<file path="src/source/scene_pkg.sv">
`default_nettype none

package scene_pkg;

  localparam int INST_W  = 40;
  localparam int COLOR_W = 12; // 4 bits each of r, g, b
  localparam int COORD_W = 4;
  localparam int DEPTH_W = 4;
  localparam int SLOT_W  = 2;

  typedef enum logic [1:0] {
    op_nop        = 2'd0,
    op_background = 2'd1,
    op_shape      = 2'd2,
    op_render     = 2'd3
  } opcode_e;

  typedef logic [COLOR_W-1:0] color_t;
  typedef logic [COORD_W-1:0] coord_t;
  typedef logic [DEPTH_W-1:0] depth_t;

  // axis-aligned rectangle, bounds are inclusive
  typedef struct packed {
    logic   enable;
    coord_t x0;
    coord_t y0;
    coord_t x1;
    coord_t y1;
    depth_t depth;
    color_t color;
  } shape_t;

  // shape write view of an instruction
  typedef struct packed {
    opcode_e             opcode;
    logic [SLOT_W-1:0]   slot;
    shape_t              shape;
    logic [2:0]          pad;
  } shape_inst_t;

  // background / render / nop view
  typedef struct packed {
    opcode_e             opcode;
    logic [25:0]         pad;
    color_t              bg_color;
  } ctrl_inst_t;

  typedef union packed {
    shape_inst_t shp;
    ctrl_inst_t  ctl;
  } inst_word_u;

endpackage

`default_nettype wire

</file>
<file path="src/source/decode_if.sv">
`default_nettype none
`timescale 1ns/1ps

// decoded scene updates and render command out of the decode stage
interface decode_if;
  import scene_pkg::*;

  logic              shape_we;
  logic [SLOT_W-1:0] shape_slot;
  shape_t            shape_data;
  logic              bg_we;
  color_t            bg_color;
  logic              render_start;

  modport decoder (
    output shape_we, shape_slot, shape_data, bg_we, bg_color, render_start
  );

  modport engine (input shape_we, shape_slot, shape_data, render_start);

  modport resolver (input bg_we, bg_color);

endinterface

`default_nettype wire

</file>
<file path="src/source/hit_if.sv">
`default_nettype none
`timescale 1ns/1ps

// one candidate per cycle, one per shape slot of the current pixel
interface hit_if;
  import scene_pkg::*;

  logic   cand_valid;
  logic   cand_hit;   // slot enabled and covers the pixel
  depth_t cand_depth;
  color_t cand_color;
  logic   cand_last;  // final slot of this pixel
  coord_t cand_x;
  coord_t cand_y;

  modport engine (
    output cand_valid, cand_hit, cand_depth, cand_color, cand_last,
    output cand_x, cand_y
  );

  modport resolver (
    input cand_valid, cand_hit, cand_depth, cand_color, cand_last,
    input cand_x, cand_y
  );

endinterface

`default_nettype wire

</file>
<file path="src/source/scene_decoder.sv">
`default_nettype none
`timescale 1ns/1ps

module scene_decoder (
  input wire               sys_clk,
  input wire               sys_rst,
  input wire               inst_valid,
  input wire scene_pkg::inst_word_u inst_word,
  input wire               busy,
  decode_if.decoder        dec
);
  import scene_pkg::*;

  logic    accept;
  opcode_e opcode;

  // opcode sits in the same top bits in both views
  assign opcode = inst_word.ctl.opcode;
  assign accept = inst_valid && !busy; // anything during a frame is dropped

  // strobes, one cycle per accepted instruction
  always_ff @(posedge sys_clk) begin
    if (sys_rst) begin
      dec.shape_we     <= 1'b0;
      dec.bg_we        <= 1'b0;
      dec.render_start <= 1'b0;
    end else begin
      dec.shape_we     <= accept && (opcode == op_shape);
      dec.bg_we        <= accept && (opcode == op_background);
      dec.render_start <= accept && (opcode == op_render);
    end
  end

  // payload fields
  always_ff @(posedge sys_clk) begin
    if (accept && opcode == op_shape) begin
      dec.shape_slot <= inst_word.shp.slot;
      dec.shape_data <= inst_word.shp.shape;
    end
    if (accept && opcode == op_background) begin
      dec.bg_color <= inst_word.ctl.bg_color;
    end
  end

endmodule

`default_nettype wire

</file>
<file path="src/source/raycast_engine.sv">
`default_nettype none
`timescale 1ns/1ps

module raycast_engine #(
  parameter int FRAME_W    = 16,
  parameter int FRAME_H    = 12,
  parameter int NUM_SHAPES = 4
) (
  input wire     sys_clk,
  input wire     sys_rst,
  decode_if.engine dec,
  hit_if.engine  hit,
  output logic   busy
);
  import scene_pkg::*;

  localparam coord_t            LAST_X    = coord_t'(FRAME_W - 1);
  localparam coord_t            LAST_Y    = coord_t'(FRAME_H - 1);
  localparam logic [SLOT_W-1:0] LAST_SLOT = SLOT_W'(NUM_SHAPES - 1);

  typedef enum logic [1:0] {
    st_idle,
    st_scan,
    st_drain
  } state_e;

  state_e                  state;
  coord_t                  px;
  coord_t                  py;
  logic [SLOT_W-1:0]       slot;
  logic                    drain_cnt;
  logic [NUM_SHAPES-1:0]   shape_en;
  shape_t                  shape_tab [NUM_SHAPES];
  shape_t                  cur;
  logic                    in_x;
  logic                    in_y;
  logic                    slot_hit;

  assign busy = (state != st_idle);

  // payload of each table entry
  always_ff @(posedge sys_clk) begin
    if (dec.shape_we && int'(dec.shape_slot) < NUM_SHAPES) begin
      shape_tab[dec.shape_slot] <= dec.shape_data;
    end
  end

  // per-slot enable bits
  always_ff @(posedge sys_clk) begin
    if (sys_rst) begin
      shape_en <= '0;
    end else if (dec.shape_we && int'(dec.shape_slot) < NUM_SHAPES) begin
      shape_en[dec.shape_slot] <= dec.shape_data.enable;
    end
  end

  // coverage test for the slot under the counters
  always_comb begin
    cur      = shape_tab[slot];
    in_x     = (px >= cur.x0) && (px <= cur.x1);
    in_y     = (py >= cur.y0) && (py <= cur.y1);
    slot_hit = shape_en[slot] && in_x && in_y;
  end

  always_ff @(posedge sys_clk) begin
    if (sys_rst) begin
      state     <= st_idle;
      px        <= '0;
      py        <= '0;
      slot      <= '0;
      drain_cnt <= 1'b0;
    end else begin
      case (state)
        st_idle: begin
          if (dec.render_start) begin
            state <= st_scan;
            px    <= '0;
            py    <= '0;
            slot  <= '0;
          end
        end
        st_scan: begin
          if (slot == LAST_SLOT) begin
            slot <= '0;
            if (px == LAST_X) begin
              px <= '0;
              if (py == LAST_Y) begin
                state     <= st_drain; // wait for resolver to emit last pixel
                drain_cnt <= 1'b0;
              end else begin
                py <= py + 1'b1;
              end
            end else begin
              px <= px + 1'b1;
            end
          end else begin
            slot <= slot + 1'b1;
          end
        end
        st_drain: begin
          // two cycles for the last candidate and the resolver output
          if (drain_cnt) begin
            state <= st_idle;
          end
          drain_cnt <= 1'b1;
        end
        default: state <= st_idle;
      endcase
    end
  end

  // candidate register
  always_ff @(posedge sys_clk) begin
    if (sys_rst) begin
      hit.cand_valid <= 1'b0;
    end else begin
      hit.cand_valid <= (state == st_scan);
    end
  end

  always_ff @(posedge sys_clk) begin
    hit.cand_hit   <= slot_hit;
    hit.cand_depth <= cur.depth;
    hit.cand_color <= cur.color;
    hit.cand_last  <= (slot == LAST_SLOT);
    hit.cand_x     <= px;
    hit.cand_y     <= py;
  end

endmodule

`default_nettype wire

</file>
<file path="src/source/pixel_resolver.sv">
`default_nettype none
`timescale 1ns/1ps

module pixel_resolver #(
  parameter int FRAME_W = 16,
  parameter int FRAME_H = 12
) (
  input wire                  sys_clk,
  input wire                  sys_rst,
  decode_if.resolver          dec,
  hit_if.resolver             hit,
  output logic                pixel_valid,
  output scene_pkg::coord_t   pixel_x,
  output scene_pkg::coord_t   pixel_y,
  output scene_pkg::color_t   pixel_color,
  output logic                frame_done
);
  import scene_pkg::*;

  localparam coord_t LAST_X = coord_t'(FRAME_W - 1);
  localparam coord_t LAST_Y = coord_t'(FRAME_H - 1);

  color_t bg_reg;
  logic   best_hit;   // some earlier slot of this pixel covered it
  depth_t best_depth;
  color_t best_color;
  logic   take;
  color_t pick_color;
  logic   pix_end;

  always_ff @(posedge sys_clk) begin
    if (sys_rst) begin
      bg_reg <= '0;
    end else if (dec.bg_we) begin
      bg_reg <= dec.bg_color;
    end
  end

  // strict compare, so on a tie the lower slot is kept
  always_comb begin
    take = hit.cand_hit && (!best_hit || hit.cand_depth < best_depth);
    if (take) pick_color = hit.cand_color;
    else if (best_hit) pick_color = best_color;
    else pick_color = bg_reg;
    pix_end = hit.cand_valid && hit.cand_last;
  end

  always_ff @(posedge sys_clk) begin
    if (sys_rst) begin
      best_hit    <= 1'b0;
      pixel_valid <= 1'b0;
      frame_done  <= 1'b0;
    end else begin
      pixel_valid <= pix_end;
      frame_done  <= pix_end && hit.cand_x == LAST_X && hit.cand_y == LAST_Y;
      if (pix_end) best_hit <= 1'b0;  // next pixel starts fresh
      else if (hit.cand_valid && take) best_hit <= 1'b1;
    end
  end

  always_ff @(posedge sys_clk) begin
    if (hit.cand_valid && take) begin
      best_depth <= hit.cand_depth;
      best_color <= hit.cand_color;
    end
    if (pix_end) begin
      pixel_x     <= hit.cand_x;
      pixel_y     <= hit.cand_y;
      pixel_color <= pick_color;
    end
  end

endmodule

`default_nettype wire

</file>
<file path="src/source/scene_render_top.sv">
`default_nettype none
`timescale 1ns/1ps

module scene_render_top #(
  parameter int FRAME_W    = 16,
  parameter int FRAME_H    = 12,
  parameter int NUM_SHAPES = 4
) (
  input wire                         sys_clk,
  input wire                         sys_rst,
  input wire                         inst_valid,
  input wire [scene_pkg::INST_W-1:0] inst_word,
  output logic                       busy,
  output logic                       pixel_valid,
  output scene_pkg::coord_t          pixel_x,
  output scene_pkg::coord_t          pixel_y,
  output scene_pkg::color_t          pixel_color,
  output logic                       frame_done
);

  decode_if dec_bus ();  // decode -> execute / result
  hit_if    hit_bus ();  // execute -> result

  scene_decoder u_decoder (
    .sys_clk    (sys_clk),
    .sys_rst    (sys_rst),
    .inst_valid (inst_valid),
    .inst_word  (inst_word),
    .busy       (busy),   // drops instructions during a frame
    .dec        (dec_bus.decoder)
  );

  raycast_engine #(
    .FRAME_W    (FRAME_W),
    .FRAME_H    (FRAME_H),
    .NUM_SHAPES (NUM_SHAPES)
  ) u_engine (
    .sys_clk (sys_clk),
    .sys_rst (sys_rst),
    .dec     (dec_bus.engine),
    .hit     (hit_bus.engine),
    .busy    (busy)
  );

  pixel_resolver #(
    .FRAME_W (FRAME_W),
    .FRAME_H (FRAME_H)
  ) u_resolver (
    .sys_clk     (sys_clk),
    .sys_rst     (sys_rst),
    .dec         (dec_bus.resolver),
    .hit         (hit_bus.resolver),
    .pixel_valid (pixel_valid),
    .pixel_x     (pixel_x),
    .pixel_y     (pixel_y),
    .pixel_color (pixel_color),
    .frame_done  (frame_done)
  );

endmodule

`default_nettype wire

</file>
<file path="config.mk">
export PLATFORM = sky130hd
export DESIGN_NAME = scene_render_top
export DESIGN_NICKNAME = d
export VERILOG_FILES = /design/src/source/scene_pkg.sv /design/src/source/decode_if.sv /design/src/source/hit_if.sv /design/src/source/scene_decoder.sv /design/src/source/raycast_engine.sv /design/src/source/pixel_resolver.sv /design/src/source/scene_render_top.sv
export SDC_FILE = /design/constraint.sdc
export NUM_CORES = 1
export LEC_CHECK = 0
export ABC_CLOCK_PERIOD_IN_PS = 8500
export BUFFER_PORTS_ARGS = -buffer_cell sky130_fd_sc_hd__buf_2
export CAP_MARGIN = 20
export CORE_ASPECT_RATIO = 0.6
export CORE_MARGIN = 4
export CORE_UTILIZATION = 64
export DETAILED_ROUTE_END_ITERATION = 10
export GPL_ROUTABILITY_DRIVEN = 0
export PLACE_DENSITY_LB_ADDON = 0.25
export SLEW_MARGIN = 20
export SYNTH_ARGS = -nofsm -noshare
export SYNTH_HDL_FRONTEND = slang
export SYNTH_SLANG_ARGS = --single-unit
</file>
<file path="constraint.sdc">
create_clock -name sys_clk -period 8.5 [get_ports sys_clk]
set_clock_uncertainty 0.1 [all_clocks]
set_input_delay 1.7 -clock sys_clk [delete_from_list [all_inputs] [get_ports sys_clk]]
set_output_delay 1.7 -clock sys_clk [all_outputs]
set_load 0.01 [all_outputs]
</file>
==> results of run 1 <==
## cell families (layout without fill, tap and decap cells)
family / after synthesis / after routing / share of synthesized area [%]
mux: 60 / 60 / 10.20
buf+inv: 44 / 135 / 1.874
fa+ha+maj: 22 / 22 / 2.730
simple gates: 86 / 86 / 4.368
flops: 275 / 275 / 75.55
compound gates: 71 / 71 / 5.274
## worst paths after layout
check                     from                endpoint  slack, ps
max          u_engine.state[1]                    busy       5270
min             u_engine.py[0]  u_engine.hit.cand_y[0]        330
max reg2reg               flop   u_engine.hit.cand_hit       5660
min reg2reg     u_engine.py[0]  u_engine.hit.cand_y[0]        330
## worst max-delay path, delay by kind of cell (launching register included)
| kind | cells | cell delay [ps] |
|---|---|---|
| and+or+nand+nor | 1 | 150 |
| DFF | 1 | 580 |
| buffers and inverters | 2 | 200 |
## layout make-up
type / instances / area (µm²)
well taps: 203 / 254.0
repair buffers: 72 / 377.9
clock inverters: 11 / 153.9
inverters: 23 / 86.33
clock buffers: 29 / 628.1
multi-input cells: 239 / 2290
fillers: 862 / 3963
flip-flops and latches: 275 / 7619
## power by group
part / switching, mW / total [mW] / internal, mW
clock: 0.437 / 1.08 / 0.643
sequential: 0.0121 / 1.47 / 1.45
combinational: 0.0280 / 0.0520 / 0.0240
## layout by cell type (no fill, tap or decap), drive strengths merged, types with 2 or more instances in the layout
master	instances
a22oi	2
a21oi	18
o21ai	12
clkinv	7
a211oi	4
nand2	15
nand4	5
a31oi	2
a21o	2
mux2	12
nor3	5
bufinv	4
clkbuf	29
o21bai	3
inv	23
buf	72
nor2b	4
mux4	33
edfxtp	211
nor3b	3
dfxtp	64
nor2	36
mux2i	15
o221a	12
nand3	5
nand2b	4
ha	22
and4b	2
o22a	12
## routing by layer
layer / wire, µm / track usage, % / up-vias
met4: 289 / 3.932 / 0
li1: - / - / 2330
met2: 8130 / 31.27 / 215
met5: 0 / 0 / -
met1: 8167 / 31.44 / 2530
met3: 1407 / 4.798 / 28
==> summary.md, run 1 <==
| Metric | Value |
|---|---|
| Result of the run | complete, no violations |
| Cell area after synthesis | 10080 µm² |
| Final critical-path setup slack | 5270 ps |
| Post-route setup TNS | 0 ps |
| Most common cell in the synthesized netlist | sky130_fd_sc_hd__edfxtp_1 |
| Total via count after detailed routing | 5103 |
| Top cells by count, synth | sky130_fd_sc_hd__edfxtp_1, sky130_fd_sc_hd__dfxtp_1, sky130_fd_sc_hd__nor2_1 |
| Power density over cell area | 227.8 nW/µm² |
| Number of antenna violations at the first check in global routing | 0 |
| Share of the synthesized area in the top cell type | 62.84% |
| Pin count of the biggest net entering global routing | 37 |
| Arrival time at the worst endpoint | 1430 ps |
| TritonCTS sink count | 275 |
| Post-detailed-route wirelength per cell | 21.12 µm |
| Net count after synthesis | 623 |
| Top Registers | u_engine.shape_tab (128), u_decoder.dec.shape_data (33) |
| Quantity of I/O buffers inserted on ports | 65 |
| Setup-failing EPs final | 0 |
| Net count of the finished layout | 699 |
| Top register by number of flip-flops | u_engine.shape_tab |
| Setup repair after global routing missed its margin | false |
| Post-CTS setup buffer count | 0 |
| Number of CTS-inserted buffers | 23 |
| Global Route Usage Sum | 20.57% |
| Required time of the worst setup path | 6700 ps |
| Cell breakdown of the critical path | nor2_1, inv_1, buf_2 |
| Cells on worst reg2reg path | 8 |
| First-pass GRT wire length | 28180 µm |
| Share of synthesized registers carrying an async set or reset | 0% |
| Slowest stage delay, CP | 580 ps |
| Ranking of synthesized cells by area | sky130_fd_sc_hd__edfxtp_1, sky130_fd_sc_hd__dfxtp_1, sky130_fd_sc_hd__mux4_2, sky130_fd_sc_hd__ha_1, sky130_fd_sc_hd__mux2i_1 |
| Min-Delay Path Depth | 0 |
| Yosys synthesis warning count | 0 |
| Fin crit share | 38.00% |
| Die boundary width | 170.0 µm |
| H-tree level count | 1 |
| Hold-fix buffers, CTS | 0 |
| Worst max-slew margin expressed relative to the limit | 33.93% |
| Diode count | 0 |
| Clock Latency Late Sink | 500 ps |
| Cell Rows | 35 |
| Estimated wirelength of the detail-placed design | 11190 µm |
| Vias in the first global route | 5037 |
| Reported max-cap violation count | 0 |
| Maximum buffer depth of the clock tree | 3 |
| Sequential-to-total area share from yosys stat | 75.55% |
| Number of nets with antenna violations after detailed routing | 0 |
| Clock Tree Root | sky130_fd_sc_hd__clkbuf_16 |
| Height of the chip | 105.2 µm |
| Core Area | 15370 µm² |
| IR drop worst, VDD | 0.1699 mV |
| Count of instances resized after the clock tree is built | 0 |
| Clock tree from TritonCTS | built |
| Syn Inst Count | 558 |
| Average cell area after synthesis | 18.07 µm² |
| Pwr Total | 2.599 mW |
| Kind of capture point of the worst setup path | output pin |
| Maximum frequency from static timing analysis | 309.6 MHz |
| Avg Vias per Cell | 5.989 |
| Worst-Margin Slew | 991.0 ps |
| Fraction of final layout cells with drive strength greater than 1 | 27.27% |
| Count of cell types in the netlist | 48 |
| Slowest stage cell on the critical path | sky130_fd_sc_hd__dfxtp_1 |
| Global-route congestion overflow total | 0 |
| Number of standard cells in the layout, taps in and fillers out | 852 |
| Final core occ | 74.22% |
| Layout overhead on the synthesized area | 13.15% |
| Most area-hungry cell type in the Yosys netlist | sky130_fd_sc_hd__edfxtp_1 |
| Initial Util | 65.59% |
| Period minus WS final | 3230 ps |
| Hold slack | 328.6 ps |
| Primary FF master, synth | sky130_fd_sc_hd__edfxtp_1 |
| CP Launch Type | flop |
| Cell area after layout | 11410 µm² |
| Post-detailed-route DRC marker count | 0 |
| Dpl cells | 812 |
| First-pass DRT Iterations | 5 |
| Maximum fanout count along the critical path | 13 |
| Final Hold Fails | 0 |
| Worst setup path class | reg2out |
| Total placed instance area | 10620 µm² |
| Area of the die | 17890 µm² |
| I/O pins | 66 |
| Yosys reg bits | 275 |
| Total wire length after detailed routing | 18000 µm |
| Largest register FFs | 128 |
| Detailed Route Iter0 Violations | 546 |
| Number of flops mapped to enable cells by yosys | 211 |
| Hold/Removal Path Class | reg2reg |
| Pins over their slew limit | 0 |
| Worst slack at placement | 5212 ps |
| Clock edge transition at the registers on the reported setup and hold paths | 70 ps |
| Standby leakage power | 3.999 nW |
Power figures use the tool's default switching activity.
==> run 2, diff against run 1 <==
- ABC_CLOCK_PERIOD_IN_PS: 8500 -> 2900
- CORE_UTILIZATION: 64 -> 54
- clock period: 8.5 -> 2.9 ns (I/O delays scaled with it)
==> run 2 against run 1 <==
Effect of this change: final area rose by 0.79%; register-to-register slack got worse by 5300 ps; via count fell by 2.2%; count of clock-buffer cells in the layout rose by 9; hold slack got worse by 190 ps; global-route usage fell by 3.2 points; cell count rose by 5.5%; sequential share of layout area fell by 0.52 points; first-iteration DRC count fell by 14%; largest cell class unchanged.
==> summary.md, run 2 (same netlist as run 1, synthesis figures left out) <==
| Metric | Value |
|---|---|
| Number of nets with antenna violations after detailed routing | 0 (unchanged) |
| Top Registers | u_engine.shape_tab (128), u_decoder.dec.shape_data (33) |
| Pwr Total | 7.493 mW (+190%) |
| Avg Vias per Cell | 5.552 (-7.3%) |
| Vias in the first global route | 5080 (+0.85%) |
| Quantity of I/O buffers inserted on ports | 65 (unchanged) |
| Maximum fanout count along the critical path | 9 (-4) |
| Detailed Route Iter0 Violations | 467 (-14%) |
| Cell area after layout | 11500 µm² (+0.79%) |
| TritonCTS sink count | 275 (unchanged) |
| Required time of the worst setup path | 3220 ps (-3480 ps) |
| First-pass GRT wire length | 28230 µm (+0.17%) |
| Height of the chip | 113.8 µm (+8.2%) |
| Reported max-cap violation count | 0 (unchanged) |
| Result of the run | complete, no violations |
| Total placed instance area | 10750 µm² (+1.2%) |
| Maximum frequency from static timing analysis | 398.5 MHz |
| Cell breakdown of the critical path | mux4_2, inv_1, ha_1, and3b_1, a2111oi_0, o221ai_1, a211oi_1 |
| Die boundary width | 184.4 µm (+8.4%) |
| Count of instances resized after the clock tree is built | 0 (unchanged) |
| Fin crit share | 86.54% |
| Number of standard cells in the layout, taps in and fillers out | 899 (+5.5%) |
| Dpl cells | 855 (+5.3%) |
| Fraction of final layout cells with drive strength greater than 1 | 27.16% (-0.11 points) |
| Hold-fix buffers, CTS | 0 (unchanged) |
| Standby leakage power | 4.017 nW (+0.44%) |
| Diode count | 0 (unchanged) |
| Post-route setup TNS | 0 ps (unchanged) |
| Power density over cell area | 651.7 nW/µm² (+190%) |
| Cell Rows | 38 (+8.6%) |
| Worst setup path class | reg2reg |
| Hold/Removal Path Class | in2reg |
| Global Route Usage Sum | 17.33% (-3.2 points) |
| Kind of capture point of the worst setup path | flop |
| H-tree level count | 1 (unchanged) |
| FILL cells | 1277 (+48%) |
| Global-route congestion overflow total | 0 (unchanged) |
| Register area | 7619 µm² (unchanged) |
| Post-detailed-route wirelength per cell | 19.79 µm (-6.3%) |
| Post-detailed-route DRC marker count | 0 (unchanged) |
| Core Area | 18210 µm² (+18%) |
| Number of antenna violations at the first check in global routing | 0 (unchanged) |
| Estimated wirelength of the detail-placed design | 11620 µm (+3.8%) |
| Arrival time at the worst endpoint | 2830 ps (+1400 ps) |
| Maximum buffer depth of the clock tree | 3 (unchanged) |
| Buf/Inv on CP | 1 (-1) |
| Hold slack | 141.0 ps (-187.6 ps) |
| Clock Latency Late Sink | 510 ps (about the same) |
| Clock edge transition at the registers on the reported setup and hold paths | 60 ps (about the same) |
| Top register by number of flip-flops | u_engine.shape_tab |
| Slowest stage cell on the critical path | sky130_fd_sc_hd__mux4_2 |
| Post-CTS setup buffer count | 0 (unchanged) |
| Net count of the finished layout | 706 (+1.0%) |
| IR drop worst, VDD | 0.4346 mV (+160%) |
| I/O pins | 66 (unchanged) |
| Area of the multi-input gates | 2293 µm² (+0.16%) |
| Pin count of the biggest net entering global routing | 37 (unchanged) |
| Area of the die | 20990 µm² (+17%) |
| Pins over their slew limit | 0 (unchanged) |
| Total wire length after detailed routing | 17790 µm (-1.1%) |
| Family with the most delay on the worst path | compound AO/OA/AOI/OAI gates |
| Initial Util | 55.37% (-10 points) |
| Largest register FFs | 128 (unchanged) |
| First-pass DRT Iterations | 5 (unchanged) |
| Leading cell types in the layout, fill and taps excluded | sky130_fd_sc_hd__edfxtp_1, sky130_fd_sc_hd__buf_2, sky130_fd_sc_hd__dfxtp_1 |
| CP Launch Type | flop |
| Layout overhead on the synthesized area | 14.05% |
| Final Hold Fails | 0 (unchanged) |
| Setup repair after global routing missed its margin | false |
| Period minus WS final | 2510 ps |
| Worst max-slew margin expressed relative to the limit | 45.36% (+11 points) |
| Most common cell after layout, fill and taps aside | sky130_fd_sc_hd__edfxtp_1 |
| Total via count after detailed routing | 4991 (-2.2%) |
| Number of CTS-inserted buffers | 24 (+4.3%) |
| Slowest stage delay, CP | 540 ps (-40 ps) |
| Worst-Margin Slew | 818.7 ps (-172.4 ps) |
| Clock Tree Root | sky130_fd_sc_hd__clkbuf_16 |
| Setup-failing EPs final | 0 (unchanged) |
| Clock tree from TritonCTS | built |
run 2: layer usage:
layer / global-route usage [%] / vias up / wire length (µm)
met5: 0 / - / 0
met1: 27.57 / 2479 / 8877
li1: - / 2355 / -
met3: 3.250 / 28 / 891
met2: 25.49 / 129 / 7702
met4: 3.348 / 0 / 319
run 2: worst reg2reg max path, delay by kind of cell (launching register included):
family / cells / cell delay [ps]
flops: 1 / 520
simple gates: 1 / 170
mux: 1 / 550
fa+ha+maj: 1 / 240
compound gates: 3 / 780
buf+inv: 1 / 70
run 2: path summary, 6_finish.rpt:
check,cells past startpoint,slack [ps],end,start
setup / recovery,7,390,u_engine.hit.cand_hit,flop
setup reg to reg,7,390,u_engine.hit.cand_hit,flop
hold reg to reg,0,320,u_resolver.pixel_y[2],u_engine.hit.cand_y[2]
hold / removal,1,140,u_decoder.dec.shape_data[29],inst_word[32]
run 2: cell type report:
class	count	share of cell area (%)
clock inverter	6	0.5005
inverter	23	0.7508
clock buffer	38	6.039
sequential	275	66.26
tap	240	2.612
timing repair buffer	78	3.896
multi-input combinational	239	19.95
run 2: metrics by stage:
stage,utilization [%],setup WS [ps]
after floorplan,-,352.5
after global placement,59.01,439.9
after detailed placement,59.01,350.0
after CTS,63.14,346.5
after global routing,63.14,218.7
final,63.14,390.4
run 2: report_power, final:
part	internal (mW)	switching, mW	total [mW]
Clock	1.73	1.31	3.04
Combinational	0.0731	0.0758	0.149
Sequential	4.26	0.0376	4.30
==> run 3, diff against run 2 <==
- ABC_CLOCK_PERIOD_IN_PS: 2900 -> 2750
- BUFFER_PORTS_ARGS: -buffer_cell sky130_fd_sc_hd__buf_2 -> not set
- CORE_UTILIZATION: 54 -> 30
- DONT_BUFFER_PORTS: not set -> 1
- clock period: 2.9 -> 2.75 ns (I/O delays scaled with it)
==> run 3 against run 2 <==
Effect of this change: cell count is 22% higher; hold slack worse by 120 ps; maximum frequency is 6.5% higher; combinational power is 25% higher; sequential share of layout area is 2.8 points lower; count of clock-buffer cells in the layout is 5 lower; final area is 4.4% higher; non-clock buffer count is 21 lower; global-route usage is 6.2 points lower; via count is 0.50% lower; highest routed layer unchanged.
==> summary.md, run 3 (same netlist as run 1, synthesis figures left out) <==
| Metric | Value |
|---|---|
| Power density over cell area | 706.2 nW/µm² (+8.4%) |
| Die boundary width | 244.7 µm (+33%) |
| Fin crit share | 85.68% (-0.86 points) |
| Vias in the first global route | 5141 (+1.2%) |
| First-pass DRT Iterations | 5 (unchanged) |
| Worst-Margin Slew | 757.1 ps (-61.54 ps) |
| Post-detailed-route wirelength per cell | 18.93 µm (-4.3%) |
| Top register by number of flip-flops | u_engine.shape_tab |
| Final Hold Fails | 0 (unchanged) |
| CP Launch Type | flop |
| Standby leakage power | 4.013 nW (-0.11%) |
| IR drop worst, VDD | 0.4062 mV (-6.5%) |
| Buf/Inv on CP | 1 (unchanged) |
| Hold slack | 23.42 ps (-117.6 ps) |
| Leading cell types in the layout, fill and taps excluded | sky130_fd_sc_hd__edfxtp_1, sky130_fd_sc_hd__dfxtp_1, sky130_fd_sc_hd__dlygate4sd3_1 |
| Period minus WS final | 2356 ps (-153.4 ps) |
| Required time of the worst setup path | 3100 ps (-120 ps) |
| Total placed instance area | 10680 µm² (-0.61%) |
| Clock edge transition at the registers on the reported setup and hold paths | 60 ps (about the same) |
| FILL cells | 3072 (+140%) |
| H-tree level count | 1 (unchanged) |
| Clock Latency Late Sink | 530 ps (+20 ps) |
| Core Area | 32800 µm² (+80%) |
| Register area | 7619 µm² (unchanged) |
| I/O pins | 66 (unchanged) |
| Layout overhead on the synthesized area | 19.07% |
| TritonCTS sink count | 275 (unchanged) |
| Reported max-cap violation count | 0 (unchanged) |
| Pins over their slew limit | 0 (unchanged) |
| Avg Vias per Cell | 4.543 (-18%) |
| Cells on worst reg2reg path | 7 (unchanged) |
| Number of CTS-inserted buffers | 26 (+8.3%) |
| Maximum fanout count along the critical path | 4 (-5) |
| Hold-fix buffers, CTS | 41 (+41) |
| Crit path depth | 7 (unchanged) |
| Maximum buffer depth of the clock tree | 3 (unchanged) |
| Result of the run | complete, no violations |
| Detailed Route Iter0 Violations | 477 (+2.1%) |
| Hold/Removal Path Class | in2reg |
| Global-route congestion overflow total | 0 (unchanged) |
| Estimated wirelength of the detail-placed design | 13340 µm (+15%) |
| Net count of the finished layout | 687 (-2.7%) |
| First-pass GRT wire length | 31150 µm (+10%) |
| Post-CTS setup buffer count | 0 (unchanged) |
| Setup-failing EPs final | 0 (unchanged) |
| Slowest stage cell on the critical path | sky130_fd_sc_hd__mux4_2 |
| GR Util met2 | 15.62% (-9.9 points) |
| Worst max-slew margin expressed relative to the limit | 49.47% (+4.1 points) |
| Number of standard cells in the layout, taps in and fillers out | 1093 (+22%) |
| Clock tree from TritonCTS | built |
| Busiest grt layer | met1 |
| Area of the die | 36700 µm² (+75%) |
| Count of instances resized after the clock tree is built | 0 (unchanged) |
| Post-route setup TNS | 0 ps (unchanged) |
| Met3 layer usage reported by global route | 2.650% (-0.60 points) |
| Dpl cells | 1003 (+17%) |
| Clock Tree Root | sky130_fd_sc_hd__clkbuf_16 |
| Total via count after detailed routing | 4966 (-0.50%) |
| Total wire length after detailed routing | 20690 µm (+16%) |
| Area of the multi-input gates | 2293 µm² (unchanged) |
| Min-Delay Path Depth | 1 (unchanged) |
| Family with the most delay on the worst path | compound AO/OA/AOI/OAI gates |
| Setup repair after global routing missed its margin | false |
| Arrival time at the worst endpoint | 2700 ps (-130 ps) |
| Number of nets with antenna violations after detailed routing | 0 (unchanged) |
| Cell breakdown of the critical path | mux4_2, inv_1, ha_1, and3b_1, a2111oi_0, o221ai_1, a211oi_1 |
| Final core occ | 36.60% (-27 points) |
| Number of antenna violations at the first check in global routing | 0 (unchanged) |
| Kind of capture point of the worst setup path | flop |
| Most common cell after layout, fill and taps aside | sky130_fd_sc_hd__edfxtp_1 |
| Pin count of the biggest net entering global routing | 34 (-8.1%) |
| Worst setup path class | reg2reg |
| Largest register FFs | 128 (unchanged) |
| Fraction of final layout cells with drive strength greater than 1 | 19.63% (-7.5 points) |
| Slowest stage delay, CP | 490 ps (-50 ps) |
| Maximum frequency from static timing analysis | 424.4 MHz (+6.5%) |
| Top Registers | u_engine.shape_tab (128), u_decoder.dec.shape_data (33) |
| Initial Util | 30.74% (-25 points) |
| Quantity of I/O buffers inserted on ports | 0 (-100%) |
| Height of the chip | 150 µm (+32%) |
| GR met1 Demand/Resource | 17.53% (-10 points) |
| Cell Rows | 51 (+34%) |
| Global Route Usage Sum | 11.16% (-6.2 points) |
| Post-detailed-route DRC marker count | 0 (unchanged) |
| Cell area after layout | 12010 µm² (+4.4%) |
[run 3: path summary, 6_finish.rpt]
| path | start | to | slack, ps |
|---|---|---|---|
| setup / recovery | flop | u_engine.hit.cand_hit | 390 |
| hold / removal | sys_rst | u_decoder.dec.render_start | 20 |
| setup reg to reg | flop | u_engine.hit.cand_hit | 390 |
| hold reg to reg | u_engine.hit.cand_depth[0] | u_resolver.best_depth[0] | 330 |
[run 3: per-layer routing]
| metal | vias to the layer above | routed length (µm) |
|---|---|---|
| li1 | 2313 | - |
| met1 | 2474 | 10380 |
| met2 | 147 | 8370 |
| met3 | 32 | 1567 |
| met4 | 0 | 371 |
| met5 | - | 0 |
[run 3: cell type report]
cell class	count	share of cell area, %
clock inverters	15	1.605
multi-input cells	239	19.10
inverters	23	0.7191
flip-flops and latches	275	63.46
well taps	450	4.690
diodes	1	0.02084
clock buffers	33	5.899
repair buffers	57	4.502
[run 3: power by group]
part           total [mW]  internal (mW)  switching, mW  leakage (nW)
Clock                3.76           2.21           1.55         0.434
Combinational       0.186         0.0980         0.0877          1.14
Sequential           4.53           4.50         0.0386          2.43
[run 3: worst register-to-register path: stages (launching register included)]
cell and delay [ps]:
sky130_fd_sc_hd__dfxtp_2 370, sky130_fd_sc_hd__mux4_2 490, sky130_fd_sc_hd__inv_1 80, sky130_fd_sc_hd__ha_1 240, sky130_fd_sc_hd__and3b_1 180, sky130_fd_sc_hd__a2111oi_0 400
sky130_fd_sc_hd__o221ai_1 190, sky130_fd_sc_hd__a211oi_1 220
[run 3: per-stage QoR]
step	total power, mW	worst slack, ps
floorplan	4.708	202.5
global placement	4.746	447.0
detailed placement	4.752	410.7
CTS	8.602	412.2
global route	8.774	309.6
finish	8.478	393.8
